`config.mk`:
```
export PLATFORM = sky130hd
export DESIGN_NAME = instrBuffer
export DESIGN_NICKNAME = d
export VERILOG_FILES = /design/src/source/fetchPkg.sv /design/src/source/memPkg.sv /design/src/source/instrBuffer.sv
export VERILOG_INCLUDE_DIRS = /design/src /design/src/source
export SDC_FILE = /design/constraint.sdc
export NUM_CORES = 1
export LEC_CHECK = 0
export BUFFER_PORTS_ARGS = -buffer_cell sky130_fd_sc_hd__buf_2
export CAP_MARGIN = 20
export CELL_PAD_IN_SITES_DETAIL_PLACEMENT = 1
export CELL_PAD_IN_SITES_GLOBAL_PLACEMENT = 1
export CORE_ASPECT_RATIO = 1.4
export CORE_MARGIN = 1.5
export CORE_UTILIZATION = 45
export CTS_BUF_LIST = sky130_fd_sc_hd__clkbuf_8
export DETAILED_ROUTE_END_ITERATION = 6
export PLACE_DENSITY = 0.82
export SLEW_MARGIN = 20
export SYNTH_ARGS = -nofsm -noshare
export SYNTH_HDL_FRONTEND = slang
export SYNTH_SLANG_ARGS = --single-unit
```
`constraint.sdc`:
```
create_clock -name clk -period 15.5 [get_ports clk]
set_input_delay 3.1 -clock clk [delete_from_list [all_inputs] [get_ports clk]]
set_output_delay 3.1 -clock clk [all_outputs]
set_load 0.01 [all_outputs]
```
`src/source/icacheDefs.svh`:
```
`ifndef ICACHE_DEFS_SVH
`define ICACHE_DEFS_SVH

// Cache geometry
`define WAYS 4
`define SETS 16
`define LINE_BITS 128

// Address split: tag | index | byte offset
`define OFFSET_W 4
`define INDEX_W 4
`define TAG_W 24

// Legal fetch range, inclusive
`define LEGAL_LO 32'h0000_0000
`define LEGAL_HI 32'h0000_FFFF

`endif

```
`src/source/fetchPkg.sv`:
```
`default_nettype none

`include "icacheDefs.svh"

package fetchPkg;

    // Packet field widths
    localparam int ID_W = 4;
    localparam int LINE_PC_W = 32 - `OFFSET_W;

    // Fault status of an output packet
    typedef enum logic [1:0] {
        FAULT_NONE,
        FAULT_ACCESS
    } fetchFault_e;

    typedef logic [ID_W-1:0] fetchId_t;

    // pc bits 31 down to the line offset
    typedef logic [LINE_PC_W-1:0] linePc_t;

endpackage

`default_nettype wire

```
`src/source/memPkg.sv`:
```
`default_nettype none

`include "icacheDefs.svh"

package memPkg;

    typedef enum logic [1:0] {
        RF_IDLE,
        RF_REQ,
        RF_WRITE
    } refillState_e;

    typedef logic [`LINE_BITS-1:0] line_t;

endpackage

`default_nettype wire

```
`src/source/instrBuffer.sv`:
```
`default_nettype none

`include "icacheDefs.svh"

module instrBuffer import fetchPkg::*, memPkg::*; (
    input logic clk,
    input logic rst,
    input logic mispredict,
    input logic inValid,
    input linePc_t inPc,
    input fetchFault_e inFault,
    input line_t inData,
    input fetchId_t inId,
    input logic outReady,
    output logic outValid,
    output linePc_t outPc,
    output fetchFault_e outFault,
    output line_t outData,
    output fetchId_t outId,
    output logic nearFull
);

    localparam int DEPTH = 4;
    localparam int PTR_W = $clog2(DEPTH);
    localparam int CNT_W = PTR_W + 1;

    linePc_t pcMem [DEPTH];
    fetchFault_e faultMem [DEPTH];
    line_t dataMem [DEPTH];
    fetchId_t idMem [DEPTH];

    logic [PTR_W-1:0] wrPtr;
    logic [PTR_W-1:0] rdPtr;
    logic [CNT_W-1:0] count;
    logic load;

    // Head register refills when empty or being consumed
    assign load = (count != '0) && (!outValid || outReady);
    assign nearFull = count >= CNT_W'(2);

    always_ff @(posedge clk) begin
        if (rst || mispredict) begin
            wrPtr <= '0;
            rdPtr <= '0;
            count <= '0;
            outValid <= 1'b0;
        end else begin
            if (inValid) wrPtr <= wrPtr + PTR_W'(1);
            if (load) rdPtr <= rdPtr + PTR_W'(1);
            case ({inValid, load})
                2'b10: count <= count + CNT_W'(1);
                2'b01: count <= count - CNT_W'(1);
                default: ;
            endcase
            if (load) begin
                outValid <= 1'b1;
            end else if (outReady) begin
                outValid <= 1'b0;
            end
        end
    end

    always_ff @(posedge clk) begin
        if (inValid) begin
            pcMem[wrPtr] <= inPc;
            faultMem[wrPtr] <= inFault;
            dataMem[wrPtr] <= inData;
            idMem[wrPtr] <= inId;
        end
        if (load) begin
            outPc <= pcMem[rdPtr];
            outFault <= faultMem[rdPtr];
            outData <= dataMem[rdPtr];
            outId <= idMem[rdPtr];
        end
    end

    // Stall threshold leaves room for the op in flight
    noOverflow: assert property (@(posedge clk) disable iff (rst)
        inValid |-> count != CNT_W'(DEPTH));

endmodule

`default_nettype wire

```
# Word-level counts from Yosys, hierarchy flattened
# Memories as Yosys holds them, arrays and structs flattened. A register that Yosys moved wholly into a read port is not among the register bits.
# Cells that the tools add are included.
# classes
n_addsub	4
n_mul	0
div	0
n_lt_le_gt_ge	1
eq_ne	2
n_shift	0
n_mux	5
bitwise	0
n_reduce_logical	7
# ops
cell	n
case mux 3 bit (2 select lines)	1
adder 2 x 1 -> 2 bit (second input constant)	2
2-to-1 mux 1 bit	4
nonzero test 2 bit	2
adder 3 x 1 -> 3 bit (second input constant)	1
greater-or-equal comparator 3 x 2 -> 1 bit (second input constant)	1
nonzero test 3 bit	1
subtractor 3 x 1 -> 3 bit (second input constant)	1
== test 2 x 1 -> 1 bit (second input constant)	1
== test 2 bit (second input constant)	1
logical OR 1 bit	2
logical AND 1 bit	1
zero test 1 bit	1
# totals
reg_bits	8
latchBits	0
mem_bits_rw	648
mem_bits_ro	0
input_bits	167
n_memories	4
# mem_list
memory	depth	width	rd	rd_ports_with_merged_regs	write_ports	line	source
dataMem	4	128	1	1	1	instrBuffer.sv:29	line_t dataMem [DEPTH];
pcMem	4	28	1	1	1	instrBuffer.sv:27	linePc_t pcMem [DEPTH];
idMem	4	4	1	1	1	instrBuffer.sv:30	fetchId_t idMem [DEPTH];
faultMem	4	2	1	1	1	instrBuffer.sv:28	fetchFault_e faultMem [DEPTH];

# Logic depth before layout (Yosys ltp)
# Gate-level depths: netlist of run 1.
# logic_depth
word_depth	5
depth_mapped	8

# Worst setup path after synthesis of run 1
# Ideal clock, no wire load.
# synth_path
path_kind	input-to-reg
startpoint	input port outReady
endpoint	register count[2]
setup_ps	70
t_arrival_ps	11943
required_time_ps	15430
setup_slack_ps	3487
stages	8
n_path_buf	0
path_cell_list	nor2b_1 nor2_1 ha_1 inv_1 fa_1 xor2_1 or3_1 a21oi_1
# synth_via
elab_chain_cells	4
elab_cells_between_ends	6
classes_between	eq/ne: 2; mux: 1; reduce/logical: 3
# synth_lines
element	line	source
start, declared	instrBuffer.sv:14	input logic outReady,
logical OR 1 bit *	instrBuffer.sv:38	assign load = (count != '0) && (!outValid || outReady);
logical AND 1 bit *	instrBuffer.sv:38	
via load	instrBuffer.sv:35	logic load;
== test 2 x 1 -> 1 bit / == test 2 bit (equally long branches)	instrBuffer.sv:50	case ({inValid, load})
case mux 3 bit (2 select lines) / nonzero test 2 bit (equally long branches)	-	
end signal, assigned	instrBuffer.sv:51	2'b10: count <= count + CNT_W'(1);
end signal, assigned	instrBuffer.sv:52	2'b01: count <= count - CNT_W'(1);
end, declared	instrBuffer.sv:34	logic [CNT_W-1:0] count;
# The timed path passes the listed nets; every way through them passes the cells marked *.
# A chain may end at the register's enable or synchronous reset.

# Worst setup path after layout of run 1
# Same ends and word-level chain as after synthesis.

==> results.ini, run 1 <==
[cells_and_area]
final.fill_count=5583
areaGrowthSynthToFinish_pct=16.5
final_area_mm2=0.0336
layout-drive-gt1-share_pct=39.9
finish.utilization_pct=53.1
nNetsFinal=1660

[logic_synthesis]
yosysMostFrequentCell=edfxtp_1
ys_ff_latch=818
synth_warnings=0
synth_edf_count=810
synth_top_flop_cell=edfxtp_1
synth_top_area_cell=edfxtp_1
synth.yosys.seq_area_share_pct=84.9
synthesis.area_mm2=0.0288
synth_fp_nets=1234
ys_types=29
synth.top_cells.by_count=810 x edfxtp_1, 130 x mux4_2, 32 x mux4_1, 16 x buf_6, 8 x dfxtp_1
synth_top_cell_area_share_pct=84.3
syn_inst=1061
ys_top_cells_by_area=edfxtp_1 84%, mux4_2 10%, mux4_1 2.9%
syn_area_per_cell_um2=27.2
postSynth.asyncResetShare_pct=0

[die]
die_height_um=303
io_pins=331
initial_core_util_pct=45.6
die_x_um=217
coreArea_mm2=0.0633
die_area_mm2=0.0656
rows=109

[route]
wl_mm=60.1
firstDrtPassIters=5
ant_nets=0
drtIter0Drc=729
vias_per_cell=5.24
drc=0
vias=12700
routedWlPerCell_um=24.8

[timing]
fmax_mhz=206
fin_skew_ns=0.0190
timing.slew.headroom_pct=18.8
hold_violations=0
slew_viol_final=0
worst-slew-pin-transition_ns=1.22
period_share_pct=31.4
period_needed_ns=4.86
rsz0062_at_grt=no
fin_setup_tns_ns=0
setup_viol=0

[global_route]
first_global_vias=14000
antenna_found_initial=20
grtUsageTotal_pct=18.4
grt_pass1_wl_mm=88.5
grt-ovfl-total=0
grt_max_degree=164

[setup_path]
setup.worst_path.start_class=input port
cp_cell_sequence=buf_2, nor2b_1, nor2_4, buf_12, ha_1, inv_1, fa_1, xor2_1, or3_1, a21oi_1
critPathRequiredTime_ns=16.13
cp_num_buf_inv=3
arrival_ns=5.49
critPathCaptureType=register
crit_fanout=163
critical_path.top_delay_family=buffers and inverters
slowest_delay_ns=0.61
critPathKind=in -> reg
critPathSlowestCell=buf_12

[clocking]
hold_buffers=0
htree_levels=3
cts_setup_buffers=0
clock_latency_ns=0.71
clockBufferDepth=3
cts_buffers=118
cts_resized=0
ctsRootBufferMaster=clkbuf_8
cts_sinks=818
clkTransAtPathRegs_ns=0.06
cts_tree=yes

[status]
run_status=completed

[run]
max_cap_violations=0

[power]
max-vdd-ir-drop_v=0.0000998
p_sw_uw=980
combPwrFrac_pct=6.1
power_frac_clock_pct=35.6
p_leak_nw=11.2
seqPwrFrac_pct=58.3
p_sw_share_pct=22.0
internal_power_mw=3.47
cellPowerDensity_mw_per_mm2=132

[placement]
hpwl_mm=36.1
post_dp_cell_area_mm2=0.0314
io_buffers=330
place_congestion=0.743

[min_path]
hold_path.class=reg -> reg

-- path summary, 6_finish.rpt --
check,depth (start not counted),slack [ns],from,endpoint
setup / recovery,10,10.64,outReady,count[2]
hold / removal,2,0.55,count[2],count[2]
setup reg to reg,3,12.20,rdPtr[1],outData[4]
hold reg to reg,2,0.55,count[2],count[2]
-- metrics by stage --
stage	power, mW	setup WS [ns]	hold slack (ns)	std cells
after floorplan	2.79	3.49	0.467	1061
after CTS	4.52	10.52	0.535	2417
after global routing	4.61	10.40	0.601	2426
final	4.45	10.64	0.549	2427
after detailed placement	2.92	9.74	0.527	2199
after global placement	2.90	9.73	0.527	2199
-- metal layers --
metal  GRT usage [%]  vias to the layer above  share of wire, %
li1                -                     5461                 -
met4            9.04                       18               3.4
met2            30.4                      462                51
met3            4.70                      122               6.6
met5               0                        -              0.18
met1            22.9                     6654                39
-- flip-flops by register name, indices dropped and copies added, names as in the netlist --
| register | count |
|---|---|
| faultMem | 8 |
| dataMem | 512 |
| outId | 4 |
| outPc | 28 |
| rdPtr | 2 |
| count | 3 |
| wrPtr | 2 |
| pcMem | 112 |
| outData | 128 |
| outValid | 1 |
| idMem | 16 |
| outFault | 2 |
-- power by group through the flow --
stage | sequential [mW] | clock (mW) | combinational (mW)
6_report | 2.59 | 1.58 | 0.274
2_1_floorplan | 2.67 | 0 | 0.124
5_1_grt | 2.60 | 1.71 | 0.296
3_5_place_dp | 2.64 | 0 | 0.282
4_1_cts | 2.60 | 1.64 | 0.283
3_3_place_gp | 2.63 | 0 | 0.270
-- cells in the final DEF, fill, tap and decap left out --
cell / count
clkbuf_8: 120
diode_2: 10
nor3_1: 1
inv_2: 1
buf_4: 13
nor2_4: 1
edfxtp_1: 810
buf_12: 1
mux4_2: 130
and2_4: 4
a21oi_1: 4
nor2_1: 6
ha_1: 5
xnor2_1: 1
clkinv_2: 18
inv_6: 3
dfxtp_1: 6
or3_1: 2
nor2b_1: 1
inv_1: 37
clkinvlp_4: 2
buf_2: 330
dfxtp_4: 2
mux4_1: 32
bufinv_16: 5
fa_1: 1
o21ai_0: 2
mux2i_1: 1
or4_1: 1
or2_2: 2
xor2_1: 2
clkinv_1: 39
o31a_1: 1
o31ai_1: 1
-- logic make-up after synthesis --
logic type      count (synthesis)  synth area share (%)
mux                           163                  13.1
simple gates                   18                 0.330
fa+ha+maj                       6                 0.286
xor+xnor                        3                0.0911
flops                         818                  84.9
buf+inv                        45                  1.14
compound gates                  8                 0.161
-- worst reg2reg max path: cells and delay by family, from the launching register on --
kind / cells / cell delay (ns)
muxes: 1 / 0.45
buffers and inverters: 2 / 1.72
DFF: 1 / 0.87
-- area by class of cell --
type / instances / area [um^2] / share of cell area [%]
antenna: 10 / 25.0 / 0.0745
clock buffer: 120 / 1650 / 4.92
clock inverter: 98 / 544 / 1.62
inverter: 7 / 26.3 / 0.0782
multi-input combinational: 198 / 4050 / 12.0
sequential: 818 / 24500 / 72.9
tap: 832 / 1040 / 3.10
timing repair buffer: 344 / 1770 / 5.27
Power figures use the tool's default switching activity.
==> run 2, diff against run 1 <==
PLACE_DENSITY = 0.85   (was 0.82)
clock period = 4 ns   (was 15.5 ns; I/O delays follow)
==> run 2 against run 1 <==
Effect of this change:
- non-clock buffer count grew 5
- total power grew to 3.9 times the previous value
- global-route usage grew 0.17 points
- die area is the same
- wire length shrank 0.33%
- critical path depth shrank 8
- sequential power grew to 3.9 times the previous value
- cell count is essentially flat
- flip-flop and latch count is the same
- largest cell class unchanged
- sequential share of layout area shrank 0.35 points
- combinational power grew to 4.0 times the previous value
==> results.ini, run 2 (synthesis gave the netlist of run 1 again) <==
[setup_path]
cp_num_buf_inv=1  ; was 3
critPathRequiredTime_ns=3.20  ; was 16.13 ns
critPathSlowestCell=dfxtp_1  ; was buf_12
crit_fanout=4  ; was 163
arrival_ns=1.55  ; was 5.49 ns
critPathCaptureType=output pin  ; was register
slowest_delay_ns=0.35  ; was 0.61 ns
critPathKind=reg -> out  ; was in -> reg
cp_cell_sequence=or2_2, buf_2  ; was buf_2, nor2b_1, nor2_4, buf_12, ha_1, inv_1, fa_1, xor2_1, or3_1, a21oi_1
critical_path.top_delay_family=flip-flops  ; was buffers and inverters
setup.worst_path.start_class=register  ; was input port

[die]
initial_core_util_pct=45.6  ; unchanged
die_area_mm2=0.0656  ; unchanged
coreArea_mm2=0.0633  ; unchanged
die_height_um=303  ; unchanged
io_pins=331  ; unchanged
rows=109  ; unchanged
die_x_um=217  ; unchanged

[clocking]
cts_tree=yes  ; unchanged
clkTransAtPathRegs_ns=0.07  ; was 0.06 ns
ctsRootBufferMaster=clkbuf_8  ; unchanged
clock_latency_ns=0.72  ; was 0.71 ns
cts_setup_buffers=0  ; unchanged
clockBufferDepth=3  ; unchanged
cts_buffers=115  ; was 118
cts_sinks=818  ; unchanged
hold_buffers=0  ; unchanged
htree_levels=3  ; unchanged
cts_resized=0  ; unchanged

[timing]
fin_setup_tns_ns=0  ; unchanged
hold_violations=0  ; unchanged
setup_viol=0  ; unchanged
slew_viol_final=0  ; unchanged
fin_ws_ns=1.65  ; was 10.64 ns
period_share_pct=58.8
period_needed_ns=2.35
timing.slew.headroom_pct=26.0  ; was 18.8%
fin_skew_ns=0.0333  ; was 0.0190 ns
rsz0062_at_grt=no  ; unchanged
worst-slew-pin-transition_ns=1.11  ; was 1.22 ns
fmax_mhz=425
holdWs_ns=0.291  ; was 0.549 ns

[cells_and_area]
mostFrequentLayoutCells=810 x edfxtp_1, 330 x buf_2, 130 x mux4_2, 116 x clkbuf_8, 40 x inv_1  ; was 810 x edfxtp_1, 330 x buf_2, 130 x mux4_2, 120 x clkbuf_8, 39 x clkinv_1
layout-drive-gt1-share_pct=40.2  ; was 39.9%
layout.cells.non_filler=2425  ; was 2,427
final_common_cell=edfxtp_1  ; unchanged
largest-register=dataMem  ; unchanged
areaGrowthSynthToFinish_pct=17.0  ; was 16.5%
reg_top3=dataMem x512, outData x128, pcMem x112  ; unchanged
nNetsFinal=1662  ; was 1,660
largest_register_ffs=512  ; unchanged

[route]
ant_nets=0  ; unchanged
vias_per_cell=5.19  ; was 5.24
routedWlPerCell_um=24.7  ; was 24.8 um
vias=12600  ; was 12,700
drtIter0Drc=796  ; was 729
drc=0  ; unchanged
wl_mm=59.9  ; was 60.1 mm
firstDrtPassIters=5  ; unchanged

[global_route]
grtUsageTotal_pct=18.6  ; was 18.4%
grt_max_degree=163  ; was 164
grt_pass1_wl_mm=89.2  ; was 88.5 mm
antenna_found_initial=23  ; was 20
first_global_vias=14100  ; was 14,000
grt-ovfl-total=0  ; unchanged

[placement]
place_congestion=0.728  ; was 0.743
hpwl_mm=36.4  ; was 36.1 mm
dp_slack_ns=1.42  ; was 9.74 ns
placed_cells=2204  ; was 2,199
io_buffers=330  ; unchanged

[power]
cellPowerDensity_mw_per_mm2=510  ; was 132 mW/mm^2
max-vdd-ir-drop_v=0.000372  ; was 0.0000998 V
p_leak_nw=11.2  ; about the same

[run]
max_cap_violations=0  ; unchanged

[status]
run_status=completed  ; unchanged

[min_path]
hold_path.class=in -> reg  ; was reg -> reg

## run 2: cell types whose count changed in the layout (fill, tap and decap cells not counted), sizes merged
cell | before | now
buf | 344 | 349
clkinv | 57 | 45
clkinvlp | 2 | 6
diode | 10 | 12
bufinv | 5 | 6
inv | 41 | 43
clkbuf | 120 | 116
## run 2: final timing paths
kind              start             end  slack, ns  depth (start not counted)
max            count[2]        nearFull       1.65                          2
min          inData[46]  dataMem[3][46]       0.29                          1
max reg2reg    count[2]        count[2]       1.88                          8
min reg2reg    count[2]        count[2]       0.55                          2
## run 2: worst reg2reg max path, stage by stage (launching register included)
cell     delay [ns]
dfxtp_1        0.35
nor3_1         0.55
nor2_4         0.11
ha_1           0.26
inv_1          0.08
fa_1           0.17
xor2_1         0.07
or3_1          0.32
a21oi_1        0.15
## run 2: final cells by class
type,instances,area [um^2]
well taps,832,1040
repair buffers,349,1960
flip-flops and latches,818,24500
multi-input cells,198,4050
clock inverters,93,562
diodes,12,30.0
inverters,7,26.3
fillers,5557,29500
clock buffers,116,1600
## run 2: power by group
group          internal (mW)  total (mW)  switching, mW
Clock                   3.09        6.09           3.00
Combinational          0.433        1.09          0.655
Sequential              9.91        10.0          0.124
## run 2: layer usage
metal	up-vias	wire, um	global-route usage [%]
met3	124	3980	5.25
met1	6538	22800	22.7
met5	-	119	0
li1	5463	-	-
met4	20	1850	8.07
met2	442	31200	31.2
## run 2: per-stage QoR
stage	util, %	power, mW	instance area (um^2)
floorplan	-	10.8	28900
global placement	49.9	11.2	31600
detailed placement	49.9	11.3	31600
CTS	53.3	17.4	33700
global route	53.3	17.8	33800
finish	53.3	17.2	33800
==> run 3, diff against run 2 <==
ABC_AREA = 1   (was default)
PLACE_DENSITY = 0.88   (was 0.85)
clock period = 2.15 ns   (was 4 ns; I/O delays follow)
==> run 3 against run 2 <==
Effect of this change:
- combinational power increased to 2.9 times the previous value
- sequential share of layout area shrank 4.6 points
- cell area increased by 6.7%
- worst setup slack worse by 1.4 ns
- core utilization up 2.6 points
- sequential power increased by 91%
- largest power group unchanged
- highest routed layer unchanged
==> results.ini, run 3 <==
[status]
run_status=completed  ; unchanged

[run]
max_cap_violations=0  ; unchanged

[route]
wl_mm=82.9  ; was 59.9 mm
firstDrtPassIters=4  ; was 5
vias_per_cell=5.51  ; was 5.19
drc=0  ; unchanged
routedWlPerCell_um=25.2  ; was 24.7 um
drtIter0Drc=1345  ; was 796
vias=18100  ; was 12,600
ant_nets=0  ; unchanged

[setup_path]
critPathRequiredTime_ns=1.72  ; was 3.20 ns
setup.worst_path.start_class=register  ; unchanged
arrival_ns=1.44  ; was 1.55 ns
critPathCaptureType=output pin  ; unchanged
critPathKind=reg -> out  ; unchanged
crit_fanout=4  ; unchanged
rr_worst_depth=4  ; was 8

[die]
die_x_um=219  ; was 217 um
die_height_um=305  ; was 303 um
die_area_mm2=0.0668  ; was 0.0656 mm^2
rows=110  ; was 109
coreArea_mm2=0.0644  ; was 0.0633 mm^2
io_pins=331  ; unchanged
initial_core_util_pct=45.5  ; was 45.6%

[power]
cellPowerDensity_mw_per_mm2=946  ; was 510 mW/mm^2
p_total_mw=34.1  ; was 17.2 mW
combPwrFrac_pct=9.4  ; was 6.3%
p_leak_nw=12.6  ; was 11.2 nW
power_frac_clock_pct=34.7  ; was 35.4%
p_sw_share_pct=24.8  ; was 21.9%
internal_power_mw=25.6  ; was 13.4 mW
p_sw_mw=8.47  ; was 3.77 mW
seqPwrFrac_pct=55.9  ; was 58.3%
max-vdd-ir-drop_v=0.000590  ; was 0.000372 V

[timing]
period_needed_ns=1.87
fin_setup_tns_ns=0  ; unchanged
period_share_pct=87.1
rsz0062_at_grt=no  ; unchanged
worst-slew-pin-transition_ns=0.770  ; was 1.11 ns
fmax_mhz=534
fin_ws_ns=0.277  ; was 1.65 ns
setup_viol=0  ; unchanged
fin_skew_ns=0.0288  ; was 0.0333 ns
hold_violations=0  ; unchanged
timing.slew.headroom_pct=48.7  ; was 26.0%
slew_viol_final=0  ; unchanged

[cells_and_area]
final_common_cell=edfxtp_1  ; unchanged
nNetsFinal=2518  ; was 1,662
largest_register_ffs=512  ; unchanged
layout-drive-gt1-share_pct=22.3  ; was 40.2%
mostFrequentLayoutCells=810 x edfxtp_1, 330 x buf_2, 329 x nor2_1, 238 x o21ai_0, 166 x dlygate4sd3_1  ; was 810 x edfxtp_1, 330 x buf_2, 130 x mux4_2, 116 x clkbuf_8, 40 x inv_1
largest-register=dataMem  ; unchanged
layout.cells.non_filler=3289  ; was 2,425
final.fill_count=6190  ; was 5,557
areaGrowthSynthToFinish_pct=22.8  ; was 17.0%
reg_top3=dataMem x512, outData x128, pcMem x112  ; unchanged

[global_route]
antenna_found_initial=11  ; was 23
first_global_vias=20000  ; was 14,100
grtUsageTotal_pct=24.8  ; was 18.6%
grt_pass1_wl_mm=123  ; was 89.2 mm
grt_max_degree=143  ; was 163
grt-ovfl-total=0  ; unchanged

[clocking]
cts_buffers=117  ; was 115
cts_tree=yes  ; unchanged
ctsRootBufferMaster=clkbuf_8  ; unchanged
clockBufferDepth=3  ; unchanged
clock_latency_ns=0.74  ; was 0.72 ns
htree_levels=3  ; unchanged
cts_sinks=818  ; unchanged
clkTransAtPathRegs_ns=0.06  ; was 0.07 ns
cts_setup_buffers=0  ; unchanged

[logic_synthesis]
synth_top_family_by_area=compound AO/OA/AOI/OAI gates  ; was multiplexers
synth_edf_count=810  ; unchanged
ys_ff_latch=818  ; unchanged
synthMuxAreaShare_pct=0  ; was 13.1%
synth.top_cells.by_count=810 x edfxtp_1, 329 x nor2_1, 238 x o21ai_0, 162 x o22ai_1, 90 x o21ai_1  ; was 810 x edfxtp_1, 130 x mux4_2, 32 x mux4_1, 16 x buf_6, 8 x dfxtp_1
synthAdderAreaFrac_pct=0.281  ; was 0.286%
yosysMostFrequentCell=edfxtp_1  ; unchanged
synth_warnings=0  ; unchanged
synth-compound-area-share_pct=9.21  ; was 0.161%
synthesis.area_mm2=0.0293  ; was 0.0288 mm^2
syn_area_per_cell_um2=16.4  ; was 27.2 um^2
synth.yosys.seq_area_share_pct=83.5  ; was 84.9%
syn_inst=1793  ; was 1,061
synth-simple-area-share_pct=4.45  ; was 0.330%
ys_top_cells_by_area=edfxtp_1 83%, nor2_1 4.2%, o21ai_0 4.1%  ; was edfxtp_1 84%, mux4_2 10%, mux4_1 2.9%
synthXorXnorAreaFrac_pct=0  ; was 0.0911%
synth_fp_nets=1966  ; was 1,234
synth_top_flop_cell=edfxtp_1  ; unchanged
ys_types=23  ; was 29
synth_top_cell_area_share_pct=82.9  ; was 84.3%
postSynth.asyncResetShare_pct=0  ; unchanged
synth_top_area_cell=edfxtp_1  ; unchanged

[placement]
placed_cells=2900  ; was 2,204
place_congestion=0.794  ; was 0.728
hpwl_mm=47.8  ; was 36.4 mm
io_buffers=330  ; unchanged
dp_slack_ns=0.0948  ; was 1.42 ns

[min_path]
hold_path.class=in -> reg  ; unchanged
holdPathStages=3  ; was 1

[run 3: cell count changes in the layout (fill, tap and decap cells not counted), sizes merged, moves of 24 or more]
cell,change
nor2,+322
o22ai,+162
mux4,-162
o21ai,+326
dlygate4sd3,+166
buf,+24
[run 3: kinds of logic after synthesis]
family | Yosys count
buffers and inverters | 124
and+or+nand+nor | 347
DFF | 818
AOI/OAI and AO/OA | 498
adders and majority gates | 6
[run 3: path summary, 6_finish.rpt]
path | slack (ns) | from | end
hold / removal | 0.11 | inValid | wrPtr[1]
setup / recovery | 0.28 | count[1] | nearFull
hold reg to reg | 0.56 | wrPtr[1] | wrPtr[1]
setup reg to reg | 0.29 | count[1] | outData[57]
[run 3: power by group through the flow]
stage | combinational, mW | clock [mW] | sequential [mW]
finish | 3.19 | 11.8 | 19.1
global route | 3.42 | 12.6 | 19.1
CTS | 3.18 | 11.9 | 19.0
detailed placement | 2.90 | 0 | 19.4
global placement | 2.69 | 0 | 19.3
floorplan | 1.22 | 0 | 19.6
[run 3: critical path, cell delays in order (launching register included)]
cell     delay, ns
dfxtp_1       0.31
inv_1         0.18
nand2_1       0.08
buf_2         0.14
[run 3: repair_timing]
item                                   in CTS  in global routing
gates resized for setup                     0                  0
endpoints found under the hold margin     652                  0
hold buffers                              166                  0
[run 3: metal layers]
| layer | track usage (%) | routed length, um |
|---|---|---|
| met3 | 4.07 | 4010 |
| met1 | 28.1 | 30300 |
| met5 | 0 | 83 |
| met4 | 13.7 | 4210 |
| met2 | 44.3 | 44300 |
[run 3: final cells by class]
cell class	count	area (um^2)	area share, %
timing repair buffer	539	3970	11.0
inverter	18	108	0.299
tap	840	1050	2.92
clock buffer	119	1640	4.55
antenna	4	10.0	0.0278
sequential	818	24500	68.0
clock inverter	100	576	1.60
multi-input combinational	851	4180	11.6
[run 3: per-stage QoR]
step                cell area, um^2  utilization, %  hold WS (ns)
floorplan                     29500               -         0.501
global placement              32100            49.9         0.514
detailed placement            32100            49.9         0.548
CTS                           36000            55.9        0.0393
global route                  36000            55.9        0.0977
finish                        36000            55.9         0.111
